===== src/verilog/bus_pkg.sv =====
// ####################################################################
// bus package
// widths, address windows and arbiter state shared by the two-master
// system bus (arbiter, register slice and decoder)
// ####################################################################

package bus_pkg;

  // bus widths
  localparam int ADDR_W = 32;
  localparam int DATA_W = 32;
  localparam int STRB_W = DATA_W / 8;

  // sram word index comes from these address bits
  localparam int RAM_IDX_LSB = 2;
  localparam int RAM_IDX_MSB = 16;
  localparam int RAM_AW      = RAM_IDX_MSB - RAM_IDX_LSB + 1;

  typedef logic [ADDR_W-1:0] addr_t;
  typedef logic [DATA_W-1:0] data_t;
  typedef logic [STRB_W-1:0] strb_t;
  typedef logic [RAM_AW-1:0] ram_addr_t;

  // windows matched on addr[31:28]
  localparam logic [3:0] FLASH_START   = 4'h0;
  localparam logic [3:0] NATV_IP_START = 4'h1;
  localparam logic [3:0] APB_IP_START  = 4'h2;
  localparam logic [3:0] PSRAM_START   = 4'h5;
  localparam logic [3:0] SPISD_START0  = 4'h6;
  localparam logic [3:0] SPISD_START1  = 4'h7;
  localparam logic [3:0] SPISD_START2  = 4'h8;
  localparam logic [3:0] SPISD_START3  = 4'h9;

  // windows matched on addr[31:24]
  localparam logic [7:0] SRAM_START  = 8'h30;
  localparam logic [7:0] SDRAM_START = 8'h40;

  // arbiter lock state
  typedef enum logic [1:0] {
    ARB_IDLE,
    ARB_CORE,
    ARB_DMA
  } arb_state_e;

endpackage


===== src/verilog/bus.sv =====
// ####################################################################
// system bus top
// core and dma masters through the lock arbiter, a register slice and
// the address decoder to the native, apb and sram ports
// ####################################################################

`timescale 1ns/1ns

module bus (
  input  logic               clk_i,
  input  logic               rst_i,
  // core master
  input  logic               core_valid_i,
  input  bus_pkg::addr_t     core_addr_i,
  input  bus_pkg::data_t     core_wdata_i,
  input  bus_pkg::strb_t     core_wstrb_i,
  output logic               core_ready_o,
  output bus_pkg::data_t     core_rdata_o,
  // dma master
  input  logic               dma_valid_i,
  input  bus_pkg::addr_t     dma_addr_i,
  input  bus_pkg::data_t     dma_wdata_i,
  input  bus_pkg::strb_t     dma_wstrb_i,
  output logic               dma_ready_o,
  output bus_pkg::data_t     dma_rdata_o,
  // native peripheral port
  output logic               natv_valid_o,
  output bus_pkg::addr_t     natv_addr_o,
  output bus_pkg::data_t     natv_wdata_o,
  output bus_pkg::strb_t     natv_wstrb_o,
  input  logic               natv_ready_i,
  input  bus_pkg::data_t     natv_rdata_i,
  // apb bridge port
  output logic               apb_valid_o,
  output bus_pkg::addr_t     apb_addr_o,
  output bus_pkg::data_t     apb_wdata_o,
  output bus_pkg::strb_t     apb_wstrb_o,
  input  logic               apb_ready_i,
  input  bus_pkg::data_t     apb_rdata_i,
  // on-chip sram port
  output bus_pkg::ram_addr_t ram_addr_o,
  output bus_pkg::data_t     ram_wdata_o,
  output bus_pkg::strb_t     ram_wstrb_o,
  input  bus_pkg::data_t     ram_rdata_i
);

  // arbiter to slice
  logic           grant_valid;
  bus_pkg::addr_t grant_addr;
  bus_pkg::data_t grant_wdata;
  bus_pkg::strb_t grant_wstrb;
  logic           grant_ready;
  bus_pkg::data_t grant_rdata;

  // slice to decoder
  logic           slv_valid;
  bus_pkg::addr_t slv_addr;
  bus_pkg::data_t slv_wdata;
  bus_pkg::strb_t slv_wstrb;
  logic           slv_ready;
  bus_pkg::data_t slv_rdata;

  bus_arbiter u_arbiter (
    .clk_i         (clk_i),
    .rst_i         (rst_i),
    .core_valid_i  (core_valid_i),
    .core_addr_i   (core_addr_i),
    .core_wdata_i  (core_wdata_i),
    .core_wstrb_i  (core_wstrb_i),
    .core_ready_o  (core_ready_o),
    .core_rdata_o  (core_rdata_o),
    .dma_valid_i   (dma_valid_i),
    .dma_addr_i    (dma_addr_i),
    .dma_wdata_i   (dma_wdata_i),
    .dma_wstrb_i   (dma_wstrb_i),
    .dma_ready_o   (dma_ready_o),
    .dma_rdata_o   (dma_rdata_o),
    .grant_valid_o (grant_valid),
    .grant_addr_o  (grant_addr),
    .grant_wdata_o (grant_wdata),
    .grant_wstrb_o (grant_wstrb),
    .grant_ready_i (grant_ready),
    .grant_rdata_i (grant_rdata)
  );

  bus_regslice u_regslice (
    .clk_i      (clk_i),
    .rst_i      (rst_i),
    .up_valid_i (grant_valid),
    .up_addr_i  (grant_addr),
    .up_wdata_i (grant_wdata),
    .up_wstrb_i (grant_wstrb),
    .up_ready_o (grant_ready),
    .up_rdata_o (grant_rdata),
    .dn_valid_o (slv_valid),
    .dn_addr_o  (slv_addr),
    .dn_wdata_o (slv_wdata),
    .dn_wstrb_o (slv_wstrb),
    .dn_ready_i (slv_ready),
    .dn_rdata_i (slv_rdata)
  );

  bus_decoder u_decoder (
    .clk_i        (clk_i),
    .rst_i        (rst_i),
    .slv_valid_i  (slv_valid),
    .slv_addr_i   (slv_addr),
    .slv_wdata_i  (slv_wdata),
    .slv_wstrb_i  (slv_wstrb),
    .slv_ready_o  (slv_ready),
    .slv_rdata_o  (slv_rdata),
    .natv_valid_o (natv_valid_o),
    .natv_addr_o  (natv_addr_o),
    .natv_wdata_o (natv_wdata_o),
    .natv_wstrb_o (natv_wstrb_o),
    .natv_ready_i (natv_ready_i),
    .natv_rdata_i (natv_rdata_i),
    .apb_valid_o  (apb_valid_o),
    .apb_addr_o   (apb_addr_o),
    .apb_wdata_o  (apb_wdata_o),
    .apb_wstrb_o  (apb_wstrb_o),
    .apb_ready_i  (apb_ready_i),
    .apb_rdata_i  (apb_rdata_i),
    .ram_addr_o   (ram_addr_o),
    .ram_wdata_o  (ram_wdata_o),
    .ram_wstrb_o  (ram_wstrb_o),
    .ram_rdata_i  (ram_rdata_i)
  );

endmodule


===== src/verilog/bus_arbiter.sv =====
// ####################################################################
// bus arbiter
// fixed-priority lock arbiter for the core and dma masters; dma wins
// ties, the owner keeps the bus until its ready pulse, and only the
// owner sees ready and rdata
// ####################################################################

`timescale 1ns/1ns

module bus_arbiter (
  input  logic            clk_i,
  input  logic            rst_i,
  // core master
  input  logic            core_valid_i,
  input  bus_pkg::addr_t  core_addr_i,
  input  bus_pkg::data_t  core_wdata_i,
  input  bus_pkg::strb_t  core_wstrb_i,
  output logic            core_ready_o,
  output bus_pkg::data_t  core_rdata_o,
  // dma master
  input  logic            dma_valid_i,
  input  bus_pkg::addr_t  dma_addr_i,
  input  bus_pkg::data_t  dma_wdata_i,
  input  bus_pkg::strb_t  dma_wstrb_i,
  output logic            dma_ready_o,
  output bus_pkg::data_t  dma_rdata_o,
  // granted request
  output logic            grant_valid_o,
  output bus_pkg::addr_t  grant_addr_o,
  output bus_pkg::data_t  grant_wdata_o,
  output bus_pkg::strb_t  grant_wstrb_o,
  input  logic            grant_ready_i,
  input  bus_pkg::data_t  grant_rdata_i
);

  bus_pkg::arb_state_e state_q;
  bus_pkg::arb_state_e state_d;
  logic                core_own;
  logic                dma_own;

  always_comb begin
    state_d = state_q;
    case (state_q)
      bus_pkg::ARB_IDLE: begin
        // dma first on a tie
        if (dma_valid_i) begin
          state_d = bus_pkg::ARB_DMA;
        end else if (core_valid_i) begin
          state_d = bus_pkg::ARB_CORE;
        end
      end
      bus_pkg::ARB_CORE, bus_pkg::ARB_DMA: begin
        // release once the owner's transfer completes
        if (grant_ready_i) begin
          state_d = bus_pkg::ARB_IDLE;
        end
      end
      default: state_d = bus_pkg::ARB_IDLE;
    endcase
  end

  always_ff @(posedge clk_i) begin
    if (rst_i) begin
      state_q <= bus_pkg::ARB_IDLE;
    end else begin
      state_q <= state_d;
    end
  end

  assign core_own = (state_q == bus_pkg::ARB_CORE);
  assign dma_own  = (state_q == bus_pkg::ARB_DMA);

  // request mux, nothing goes out while idle
  assign grant_valid_o = (core_own && core_valid_i) || (dma_own && dma_valid_i);
  assign grant_addr_o  = dma_own ? dma_addr_i  : core_addr_i;
  assign grant_wdata_o = dma_own ? dma_wdata_i : core_wdata_i;
  assign grant_wstrb_o = dma_own ? dma_wstrb_i : core_wstrb_i;

  // response steering
  assign core_ready_o = core_own && grant_ready_i;
  assign core_rdata_o = core_own ? grant_rdata_i : '0;
  assign dma_ready_o  = dma_own && grant_ready_i;
  assign dma_rdata_o  = dma_own ? grant_rdata_i : '0;

endmodule


===== src/verilog/bus_decoder.sv =====
// ####################################################################
// bus address decoder
// routes the sliced request to the native, apb or sram port, makes
// the sram ready, and answers unmapped addresses with zero data
// ####################################################################

`timescale 1ns/1ns

module bus_decoder (
  input  logic               clk_i,
  input  logic               rst_i,
  // request from the slice
  input  logic               slv_valid_i,
  input  bus_pkg::addr_t     slv_addr_i,
  input  bus_pkg::data_t     slv_wdata_i,
  input  bus_pkg::strb_t     slv_wstrb_i,
  output logic               slv_ready_o,
  output bus_pkg::data_t     slv_rdata_o,
  // native peripheral port
  output logic               natv_valid_o,
  output bus_pkg::addr_t     natv_addr_o,
  output bus_pkg::data_t     natv_wdata_o,
  output bus_pkg::strb_t     natv_wstrb_o,
  input  logic               natv_ready_i,
  input  bus_pkg::data_t     natv_rdata_i,
  // apb bridge port
  output logic               apb_valid_o,
  output bus_pkg::addr_t     apb_addr_o,
  output bus_pkg::data_t     apb_wdata_o,
  output bus_pkg::strb_t     apb_wstrb_o,
  input  logic               apb_ready_i,
  input  bus_pkg::data_t     apb_rdata_i,
  // on-chip sram port
  output bus_pkg::ram_addr_t ram_addr_o,
  output bus_pkg::data_t     ram_wdata_o,
  output bus_pkg::strb_t     ram_wstrb_o,
  input  bus_pkg::data_t     ram_rdata_i
);

  logic [3:0] top_nib;
  logic [7:0] top_byte;
  logic       natv_sel;
  logic       apb_sel;
  logic       ram_sel;
  logic       unmap_sel;
  logic       ram_valid;
  logic       ram_ready_q;
  logic       unmap_ready_q;
  logic       natv_hit;
  logic       apb_hit;

  assign top_nib  = slv_addr_i[31:28];
  assign top_byte = slv_addr_i[31:24];

  // flash, native ip, sdram, psram and the four sd windows
  assign natv_sel = (top_nib == bus_pkg::FLASH_START)   ||
                    (top_nib == bus_pkg::NATV_IP_START) ||
                    (top_byte == bus_pkg::SDRAM_START)  ||
                    (top_nib == bus_pkg::PSRAM_START)   ||
                    (top_nib == bus_pkg::SPISD_START0)  ||
                    (top_nib == bus_pkg::SPISD_START1)  ||
                    (top_nib == bus_pkg::SPISD_START2)  ||
                    (top_nib == bus_pkg::SPISD_START3);
  assign apb_sel   = (top_nib == bus_pkg::APB_IP_START);
  assign ram_sel   = (top_byte == bus_pkg::SRAM_START);
  assign unmap_sel = !(natv_sel || apb_sel || ram_sel);

  assign natv_valid_o = slv_valid_i && natv_sel;
  assign natv_addr_o  = slv_addr_i;
  assign natv_wdata_o = slv_wdata_i;
  assign natv_wstrb_o = slv_wstrb_i;

  assign apb_valid_o = slv_valid_i && apb_sel;
  assign apb_addr_o  = slv_addr_i;
  assign apb_wdata_o = slv_wdata_i;
  assign apb_wstrb_o = slv_wstrb_i;

  assign ram_valid   = slv_valid_i && ram_sel;
  assign ram_addr_o  = slv_addr_i[bus_pkg::RAM_IDX_MSB:bus_pkg::RAM_IDX_LSB];
  assign ram_wdata_o = slv_wdata_i;
  // write strobe only in the first cycle of an sram access
  assign ram_wstrb_o = (ram_valid && !ram_ready_q) ? slv_wstrb_i : '0;

  // one-cycle responders; a held valid cannot fire ready twice
  always_ff @(posedge clk_i) begin
    if (rst_i) begin
      ram_ready_q   <= 1'b0;
      unmap_ready_q <= 1'b0;
    end else begin
      ram_ready_q   <= ram_valid && !ram_ready_q;
      unmap_ready_q <= slv_valid_i && unmap_sel && !unmap_ready_q;
    end
  end

  assign natv_hit = natv_valid_o && natv_ready_i;
  assign apb_hit  = apb_valid_o && apb_ready_i;

  assign slv_ready_o = natv_hit || apb_hit || ram_ready_q || unmap_ready_q;
  // unmapped falls through to zero
  assign slv_rdata_o = natv_hit    ? natv_rdata_i :
                       apb_hit     ? apb_rdata_i  :
                       ram_ready_q ? ram_rdata_i  : '0;

endmodule


===== src/verilog/bus_regslice.sv =====
// ####################################################################
// bus register slice
// registers the request towards the decoder and the response back to
// the arbiter; holds one request at a time
// ####################################################################

`timescale 1ns/1ns

module bus_regslice (
  input  logic            clk_i,
  input  logic            rst_i,
  // upstream, from the arbiter
  input  logic            up_valid_i,
  input  bus_pkg::addr_t  up_addr_i,
  input  bus_pkg::data_t  up_wdata_i,
  input  bus_pkg::strb_t  up_wstrb_i,
  output logic            up_ready_o,
  output bus_pkg::data_t  up_rdata_o,
  // downstream, to the decoder
  output logic            dn_valid_o,
  output bus_pkg::addr_t  dn_addr_o,
  output bus_pkg::data_t  dn_wdata_o,
  output bus_pkg::strb_t  dn_wstrb_o,
  input  logic            dn_ready_i,
  input  bus_pkg::data_t  dn_rdata_i
);

  logic           dn_valid_q;
  logic           up_ready_q;
  logic           dn_done;
  logic           accept;
  bus_pkg::addr_t addr_q;
  bus_pkg::data_t wdata_q;
  bus_pkg::strb_t wstrb_q;
  bus_pkg::data_t rdata_q;

  assign dn_done = dn_valid_q && dn_ready_i;
  // no new request while one is in flight or its response is going back
  assign accept  = up_valid_i && !dn_valid_q && !up_ready_q;

  always_ff @(posedge clk_i) begin
    if (rst_i) begin
      dn_valid_q <= 1'b0;
      up_ready_q <= 1'b0;
    end else begin
      if (dn_done) begin
        dn_valid_q <= 1'b0;
      end else if (accept) begin
        dn_valid_q <= 1'b1;
      end
      up_ready_q <= dn_done;
    end
  end

  // payload
  always_ff @(posedge clk_i) begin
    if (accept) begin
      addr_q  <= up_addr_i;
      wdata_q <= up_wdata_i;
      wstrb_q <= up_wstrb_i;
    end
    // zero outside the response pulse
    rdata_q <= dn_done ? dn_rdata_i : '0;
  end

  assign dn_valid_o = dn_valid_q;
  assign dn_addr_o  = addr_q;
  assign dn_wdata_o = wdata_q;
  assign dn_wstrb_o = wstrb_q;
  assign up_ready_o = up_ready_q;
  assign up_rdata_o = rdata_q;

endmodule

===== config.mk =====
export PLATFORM = sky130hd
export DESIGN_NAME = bus
export DESIGN_NICKNAME = d
export VERILOG_FILES = /design/src/verilog/bus_pkg.sv /design/src/verilog/bus.sv /design/src/verilog/bus_arbiter.sv /design/src/verilog/bus_decoder.sv /design/src/verilog/bus_regslice.sv
export SDC_FILE = /design/constraint.sdc
export NUM_CORES = 1
export LEC_CHECK = 0
export BUFFER_PORTS_ARGS = -buffer_cell sky130_fd_sc_hd__buf_2
export CORE_AREA = 2 2 189 191
export DETAILED_ROUTE_END_ITERATION = 16
export DIE_AREA = 0 0 191 193
export HOLD_SLACK_MARGIN = 0.1
export SLEW_MARGIN = 20
export SYNTH_ARGS = -nofsm -noshare
export SYNTH_HDL_FRONTEND = slang
export SYNTH_SLANG_ARGS = --single-unit

===== constraint.sdc =====
create_clock -name clk_i -period 6.8 [get_ports clk_i]
set_input_delay 1.36 -clock clk_i [delete_from_list [all_inputs] [get_ports clk_i]]
set_output_delay 1.36 -clock clk_i [all_outputs]
set_load 0.03 [all_outputs]

==> results.json, run 1 <==
{
  "maxCapViolations": 0,
  "drtPass1Iterations": 5,
  "gp_congestion": 0.772,
  "synth_seq_cells": 106,
  "fillers": 3848,
  "dieArea_um2": 36900,
  "ios": 493,
  "pre_cts_slack_ps": 3550,
  "final.period_utilization": 0.537,
  "end_kind": "output port",
  "drc_errors": 0,
  "post-cts-setup-buffers": 0,
  "fin_nets": 1160,
  "rsz0062_at_grt": "false",
  "power_density_nw_per_um2": 270,
  "p_leak_nw": 4.37,
  "die_h_um": 193,
  "cts_tree": "yes",
  "ir_drop_uv": 129,
  "grt_max_degree": 70,
  "clock-skew-final_ps": 16.9,
  "clock_path_buffers": 2,
  "ys_seq_area_frac": 0.458,
  "cp_top_family": "simple AND/OR/NAND/NOR gates",
  "drt_wl_total_um": 22800,
  "cts_sinks": 106,
  "worst-path-buf-inv": 1,
  "root_buffer": "clkbuf_16",
  "area_delta_synth_final_pct": 39.0,
  "routedWlPerCell_um": 16.4,
  "h-tree-depth": 3,
  "crit_slowest_cell": "nor4_2",
  "num_rows": 69,
  "grt_overflow": 0,
  "outcome": "complete, no violations",
  "cp.arrival_ps": 2290,
  "die_w_um": 191,
  "grt_pass1_vias": 4858,
  "clkTransAtPathRegs_ps": 80,
  "cts_hold_buf": 0,
  "cts_made_buffers": 9,
  "detail_route.vias_per_cell": 3.78,
  "grt_usage": 0.113,
  "dp.final_hpwl_um": 18400,
  "yosys_warnings": 0,
  "setup_viol": 0,
  "synth.avg_cell_area_um2": 11.0,
  "register_area_um2": 2800,
  "crit_chain": "nor4_2 -> nand2_1 -> nor3_1 -> and2_1 -> buf_2",
  "syn_inst": 557,
  "start_util": 0.175,
  "multi_input_area_um2": 2320,
  "syn-cell-area_um2": 6120,
  "path_class": "flop to output port",
  "finalMaxSlewViolations": 0,
  "relSlewSlack": 0.391,
  "ant_nets": 0,
  "cts_resized": 0,
  "grt_pass1_wl_um": 29500,
  "route.vias.total": 5233,
  "num_antenna_cells": 0,
  "start_kind": "flop",
  "core_area_um2": 35000,
  "antenna_found_initial": 5,
  "clk_latency_ps": 370,
  "layout_setup_ws_ps": 3150,
  "drt_iter0_markers": 115,
  "tightest_slew_ps": 914,
  "synth_cell_types": 36,
  "fmax_ghz": 0.274,
  "cp_max_fo": 4,
  "hold_violations": 0,
  "fin_crit_ps": 3650,
  "portBuffers": 492,
  "syn_nets": 798,
  "layout-drive-gt1-share": 0.642,
  "required_ps": 5440,
  "fin_setup_tns_ps": 0,
  "hold_class": "flop to flop",
  "cpPeakStageDelay_ps": 600,
  "power_mw": 2.30
}
==> where the power goes <==
group	switching (mW)	total (mW)	internal (mW)
Sequential	0.0768	0.887	0.810
Combinational	0.597	0.877	0.280
Clock	0.251	0.537	0.285
==> per-stage QoR <==
step	cells	instance area [um2]	hold WS, ps	utilization
finish	1385	8510	467	0.244
global route	1385	8510	516	0.244
CTS	1385	8510	465	0.244
detailed placement	1369	8220	454	0.235
global placement	1369	8220	448	0.235
floorplan	557	6120	415	-
==> sequential cells by signal, indices dropped and copies added, names as in the netlist <==
name and flops:
u_regslice.up_ready_o 1, u_regslice.dn_addr_o 32, u_regslice.dn_wstrb_o 4, u_arbiter.state_q 2, u_regslice.dn_valid_o 1, u_decoder.ram_ready_q 1, u_regslice.dn_wdata_o 32, u_regslice.up_rdata_o 32
u_decoder.unmap_ready_q 1
==> cells in the mapped netlist, drive strengths merged <==
master	n	area share
a32oi	1	0.0014
nor3b	1	0.0012
nand2	2	0.0012
edfxtp	68	0.33
or3b	1	0.0014
o2111ai	1	0.0025
clkbuf	16	0.0098
mux2	68	0.13
a22oi	1	0.0012
nand2b	3	0.0031
buf	131	0.16
o211a	1	0.0016
nand3	1	0.00082
nor3	3	0.0025
and3	32	0.033
ha	3	0.0061
inv	4	0.0025
a21oi	33	0.031
nor4	2	0.0031
and4bb	1	0.0020
nor4bb	1	0.0016
dfxtp	38	0.12
mux2i	32	0.052
a211oi	1	0.0012
o21ai	4	0.0033
a31oi	1	0.0010
and2	71	0.073
a21boi	1	0.0012
nor2	34	0.021
o21a	1	0.0012
==> path summary, 6_finish.rpt <==
| check | slack, ps | start | depth (start not counted) | end |
|---|---|---|---|---|
| worst min-delay path | 470 | u_decoder.unmap_ready_q | 1 | u_decoder.unmap_ready_q |
| worst max-delay path | 3150 | u_regslice.dn_addr_o[27] | 5 | ram_wstrb_o[3] |
| worst max register to register | 4260 | u_arbiter.state_q[1] | 5 | u_regslice.dn_addr_o[9] |
| worst min register to register | 470 | u_decoder.unmap_ready_q | 1 | u_decoder.unmap_ready_q |
==> area by class of cell <==
class                      count  share of cell area
clock inverter                 7             0.00808
inverter                       4             0.00176
clock buffer                   9              0.0265
sequential                   106               0.329
tap                          461              0.0677
multi-input combinational    300               0.272
timing repair buffer         498               0.294
==> cells in the final DEF (no fill, tap or decap), drive strengths merged <==
cell type / count
a211oi: 1
a21boi: 1
a21oi: 33
a22oi: 1
a31oi: 1
a32oi: 1
and2: 71
and3: 32
and4bb: 1
buf: 498
bufinv: 1
clkbuf: 9
clkinv: 5
dfxtp: 38
edfxtp: 68
ha: 3
inv: 5
mux2: 68
mux2i: 32
nand2: 2
nand2b: 3
nand3: 1
nor2: 34
nor3: 3
nor3b: 1
nor4: 2
nor4bb: 1
o2111ai: 1
o211a: 1
o21a: 1
o21ai: 4
or3b: 1
==> per-layer routing <==
layer  wire [um]  global-route usage  part of all wire  up-vias
met4         609              0.0510             0.027       10
met1        8250               0.116              0.36     2359
met5          70                   0            0.0031        -
li1            -                   -                 -     2535
met2       11500               0.204              0.50      295
met3        2370              0.0427              0.10       34
==> cells by family (layout without fill, tap and decap cells) <==
| kind of cell | after synthesis | in the layout | share of synthesized area |
|---|---|---|---|
| adder cells (fa/ha/maj) | 3 | 3 | 0.00613 |
| buffers and inverters | 151 | 518 | 0.170 |
| AO/OA/AOI/OAI | 45 | 45 | 0.0460 |
| multiplexers | 100 | 100 | 0.177 |
| flip-flops | 106 | 106 | 0.458 |
| AND/OR/NAND/NOR | 152 | 152 | 0.143 |
==> worst register-to-register path, delay by kind of cell (launching register included) <==
kind / cells / cell delay [ps]
and+or+nand+nor: 1 / 130
DFF: 1 / 340
buffers and inverters: 2 / 790
AOI/OAI and AO/OA: 1 / 180
adders and majority gates: 1 / 630
Note: power is estimated with default switching activity, not from simulation.
==> inputs of run 2 (changes only) <==
CORE_AREA = 2 2 191 193   (was 2 2 189 191)
DIE_AREA = 0 0 193 195   (was 0 0 191 193)
clock period = 3.6 ns   (was 6.8 ns; I/O delays follow)
==> run 2 against run 1 <==
Non-clock buffer count increased by 3. Global-route usage rose by 0.23 points. Routed wire length up 1.1%. Clock skew is 6.3 ps lower. Die area increased by 2.1%. Combinational power is 92% higher. Cell count grew 0.29%. Flip-flop and latch count unchanged. First-iteration DRC count rose by 28%. Clock-buffer cell count rose by 1. Utilization down 0.23 points.
==> results.json, run 2 (synthesis gave the netlist of run 1 again) <==
{
  "fin_crit_ps": 2920,
  "dp.final_hpwl_um": 18700,
  "clk_latency_ps": 370,
  "hold_violations": 0,
  "grt_overflow": 0,
  "route.vias.total": 5255,
  "num_rows": 69,
  "cts_hold_buf": 0,
  "core_area_um2": 35400,
  "fmax_ghz": 0.342,
  "placed_cells": 1372,
  "maxCapViolations": 0,
  "end_kind": "output port",
  "post-cts-setup-buffers": 0,
  "p_leak_nw": 4.37,
  "drt_iter0_markers": 147,
  "clock_path_buffers": 2,
  "gp_congestion": 0.802,
  "cp_max_fo": 4,
  "hold_depth": 1,
  "grt_usage": 0.115,
  "clock-skew-final_ps": 10.7,
  "path_class": "flop to output port",
  "r2r_start": "u_arbiter.state_q[1]",
  "drc_errors": 0,
  "fin_nets": 1163,
  "final_core_util": 0.241,
  "cts_sinks": 106,
  "crit_slowest_cell": "edfxtp_1",
  "final.period_utilization": 0.812,
  "cts_made_buffers": 9,
  "routedWlPerCell_um": 16.6,
  "r2r_cells": 6,
  "hold_class": "flop to flop",
  "portBuffers": 492,
  "final_common_cell": "buf_2",
  "rsz0062_at_grt": "false",
  "power_mw": 4.28,
  "die_w_um": 193,
  "stdcell_count": 1389,
  "required_ps": 2880,
  "ios": 493,
  "ir_drop_uv": 384,
  "crit_start": "u_regslice.dn_addr_o[27]",
  "outcome": "complete, no violations",
  "drtPass1Iterations": 6,
  "grt_max_degree": 66,
  "cp-endpoint": "ram_wstrb_o[0]",
  "fin_setup_tns_ps": 0,
  "detail_route.vias_per_cell": 3.78,
  "root_buffer": "clkbuf_16",
  "crit_chain": "nor4_2 -> buf_4 -> nand2_1 -> nor3_1 -> and2_1 -> buf_2",
  "tightest_slew_ps": 617,
  "start_kind": "flop",
  "power_density_nw_per_um2": 502,
  "die_h_um": 195,
  "cts_resized": 0,
  "area_delta_synth_final_pct": 39.4,
  "dieArea_um2": 37600,
  "drt_wl_total_um": 23000,
  "grt_pass1_wl_um": 30900,
  "ant_nets": 0,
  "clkTransAtPathRegs_ps": 80,
  "start_util": 0.173,
  "antenna_found_initial": 5,
  "cpPeakStageDelay_ps": 420,
  "relSlewSlack": 0.589,
  "layout-drive-gt1-share": 0.640,
  "worst-r2r-setup-slack_ps": 1250,
  "cts_tree": "yes",
  "h-tree-depth": 3,
  "r2r_end": "u_regslice.dn_wdata_o[30]",
  "final_cell_mix": "buf_2, and2_1, edfxtp_1",
  "setup_viol": 0,
  "cp.arrival_ps": 2200,
  "finalMaxSlewViolations": 0,
  "fillers": 3798,
  "grt_pass1_vias": 5128
}
==> run 2: power by group <==
group | total, mW | switching (mW) | internal, mW
clock | 0.929 | 0.466 | 0.463
sequential | 1.67 | 0.144 | 1.53
combinational | 1.68 | 1.14 | 0.542
total | 4.28 | 1.75 | 2.53
==> run 2: per-layer routing <==
layer  part of all wire  vias up  track usage
li1                   -     2534            -
met1               0.35     2413        0.112
met2               0.53      281        0.218
met3               0.11       19       0.0546
met4              0.012        8       0.0258
met5             0.0018        -            0
==> run 2: final cells by class <==
| class | count | area (um2) | area share |
|---|---|---|---|
| well taps | 461 | 577 | 0.0676 |
| clock buffers | 10 | 229 | 0.0268 |
| diodes | 2 | 5.00 | 0.000586 |
| repair buffers | 501 | 2550 | 0.299 |
| multi-input cells | 300 | 2320 | 0.272 |
| clock inverters | 5 | 32.5 | 0.00381 |
| flip-flops and latches | 106 | 2800 | 0.328 |
| inverters | 4 | 15.0 | 0.00176 |
==> run 2: through the flow <==
step,hold slack (ps),cell area (um2),setup slack [ps]
detailed placement,467,8270,957
finish,467,8540,677
floorplan,415,6140,708
global placement,447,8270,992
global route,484,8530,393
CTS,478,8530,512
==> run 2: how the worst min path moves through the flow <==
| stage | from | slack (ps) | end |
|---|---|---|---|
| global placement | u_decoder.unmap_ready_q | 450 | u_decoder.unmap_ready_q |
| CTS | u_decoder.unmap_ready_q | 480 | u_decoder.unmap_ready_q |
| finish | u_decoder.unmap_ready_q | 470 | u_decoder.unmap_ready_q |
| global route | u_decoder.unmap_ready_q | 480 | u_decoder.unmap_ready_q |
| floorplan | u_decoder.unmap_ready_q | 410 | u_decoder.unmap_ready_q |
| detailed placement | u_decoder.unmap_ready_q | 470 | u_decoder.unmap_ready_q |
==> run 2: worst max-delay path: cells and delay by family (launching register included) <==
kind,cells,cell delay (ps)
buf+inv,2,400
flops,1,420
simple gates,4,1020
==> inputs of run 3 (changes only) <==
clock period = 2.8 ns   (was 3.6 ns; I/O delays follow)
==> run 3 against run 2 <==
Critical path depth fell by 1. Flip-flop and latch count did not move. Worst setup slack got worse by 470 ps. Largest power group unchanged.
==> results.json, run 3 (synthesis gave the netlist of run 1 again) <==
{
  "fmax_ghz": 0.385,
  "finalMaxSlewViolations": 0,
  "outcome": "complete, no violations",
  "cts_sinks": 106,
  "post-cts-setup-buffers": 0,
  "power_switching_mw": 2.25,
  "clkTransAtPathRegs_ps": 70,
  "route.vias.total": 5311,
  "p_leak_nw": 4.41,
  "final.period_utilization": 0.927,
  "final_cell_mix": "buf_2, and2_1, edfxtp_1",
  "hold_violations": 0,
  "path_class": "flop to output port",
  "clk_latency_ps": 370,
  "clock_path_buffers": 2,
  "die_h_um": 195,
  "core_area_um2": 35400,
  "fin_nets": 1164,
  "worst-path-buf-inv": 1,
  "stdcell_area_um2": 8610,
  "clock-skew-final_ps": 8.36,
  "num_antenna_cells": 0,
  "cp_max_fo": 4,
  "start_util": 0.173,
  "cts_made_buffers": 9,
  "h-tree-depth": 3,
  "grt_usage": 0.115,
  "tightest_slew_ps": 554,
  "cts_resized": 0,
  "num_rows": 69,
  "hold_class": "input port to flop",
  "ios": 493,
  "cts_hold_buf": 0,
  "cp.arrival_ps": 2040,
  "grt_pass1_wl_um": 31000,
  "swShare": 0.395,
  "layout_setup_ws_ps": 205,
  "grt_overflow": 0,
  "holdWs_ps": 424,
  "cpPeakStageDelay_ps": 490,
  "required_ps": 2240,
  "rsz0062_at_grt": "false",
  "grt_max_degree": 83,
  "cts_tree": "yes",
  "power_density_nw_per_um2": 661,
  "root_buffer": "clkbuf_16",
  "cp_top_family": "simple AND/OR/NAND/NOR gates",
  "drtPass1Iterations": 5,
  "maxCapViolations": 0,
  "fin_setup_tns_ps": 0,
  "routedWlPerCell_um": 16.5,
  "clkPwrFrac": 0.241,
  "dp.final_hpwl_um": 18600,
  "start_kind": "flop",
  "power_mw": 5.68,
  "setup_viol": 0,
  "placed_area_um2": 8290,
  "comb_power_share": 0.381,
  "pre_cts_slack_ps": 452,
  "dieArea_um2": 37600,
  "layout-drive-gt1-share": 0.642,
  "portBuffers": 492,
  "final_common_cell": "buf_2",
  "area_delta_synth_final_pct": 40.5,
  "die_w_um": 193,
  "end_kind": "output port",
  "ant_nets": 0,
  "crit_chain": "nor4_2 -> nand2_1 -> nor3_2 -> and2_1 -> buf_2",
  "gp_congestion": 0.808,
  "antenna_found_initial": 2,
  "relSlewSlack": 0.631,
  "drt_wl_total_um": 22900,
  "ir_drop_uv": 609,
  "power_frac_seq": 0.378,
  "grt_pass1_vias": 5116,
  "drc_errors": 0,
  "intPower_mw": 3.44,
  "crit_slowest_cell": "nor4_2",
  "fin_crit_ps": 2600,
  "drt_iter0_markers": 143,
  "detail_route.vias_per_cell": 3.82
}
-- run 3: changes by cell type in the layout (fill, tap and decap cells not counted), sizes merged --
cell,previous run,this run
diode,2,0
buf,501,502
bufinv,0,2
clkinvlp,3,2
-- run 3: final timing paths --
check / to / slack (ps) / from / depth (start not counted)
max: ram_wstrb_o[0] / 200 / u_regslice.dn_addr_o[27] / 5
min: u_regslice.up_rdata_o[11] / 420 / natv_rdata_i[11] / 3
max reg2reg: u_regslice.up_rdata_o[26] / 730 / u_regslice.dn_addr_o[27] / 6
min reg2reg: u_decoder.unmap_ready_q / 450 / u_decoder.unmap_ready_q / 1
-- run 3: worst register-to-register path: stages (launching register included) --
cell	delay, ps
edfxtp_1	430
nor4_2	490
buf_4	220
o2111ai_4	290
buf_12	280
nor2_1	200
a21oi_2	40
-- run 3: area by class of cell --
type	count	area, um2
Tap cell	461	577
Inverter	4	15.0
Clock inverter	6	81.3
Timing Repair Buffer	502	2570
Multi-Input combinational cell	300	2330
Clock buffer	10	229
Sequential cell	106	2800
Fill cell	3827	26800
-- run 3: power by group through the flow --
stage                     clock [mW]  sequential [mW]  combinational [mW]
after floorplan                    0             2.40                1.45
after global placement             0             2.18                2.19
after detailed placement           0             2.19                2.19
after CTS                       1.44             2.16                2.20
after global routing            1.50             2.18                2.31
final                           1.37             2.15                2.16
-- run 3: per-stage QoR --
step	util	cells
after floorplan	-	557
after global placement	0.234	1373
after CTS	0.243	1389
after global routing	0.243	1389
final	0.243	1389
after detailed placement	0.234	1373
-- run 3: metal layers --
| layer | track usage | vias up | share of wire |
|---|---|---|---|
| li1 | - | 2539 | - |
| met1 | 0.109 | 2420 | 0.34 |
| met2 | 0.220 | 321 | 0.53 |
| met3 | 0.0496 | 27 | 0.11 |
| met4 | 0.0334 | 4 | 0.016 |
| met5 | 0 | - | 0.0012 |
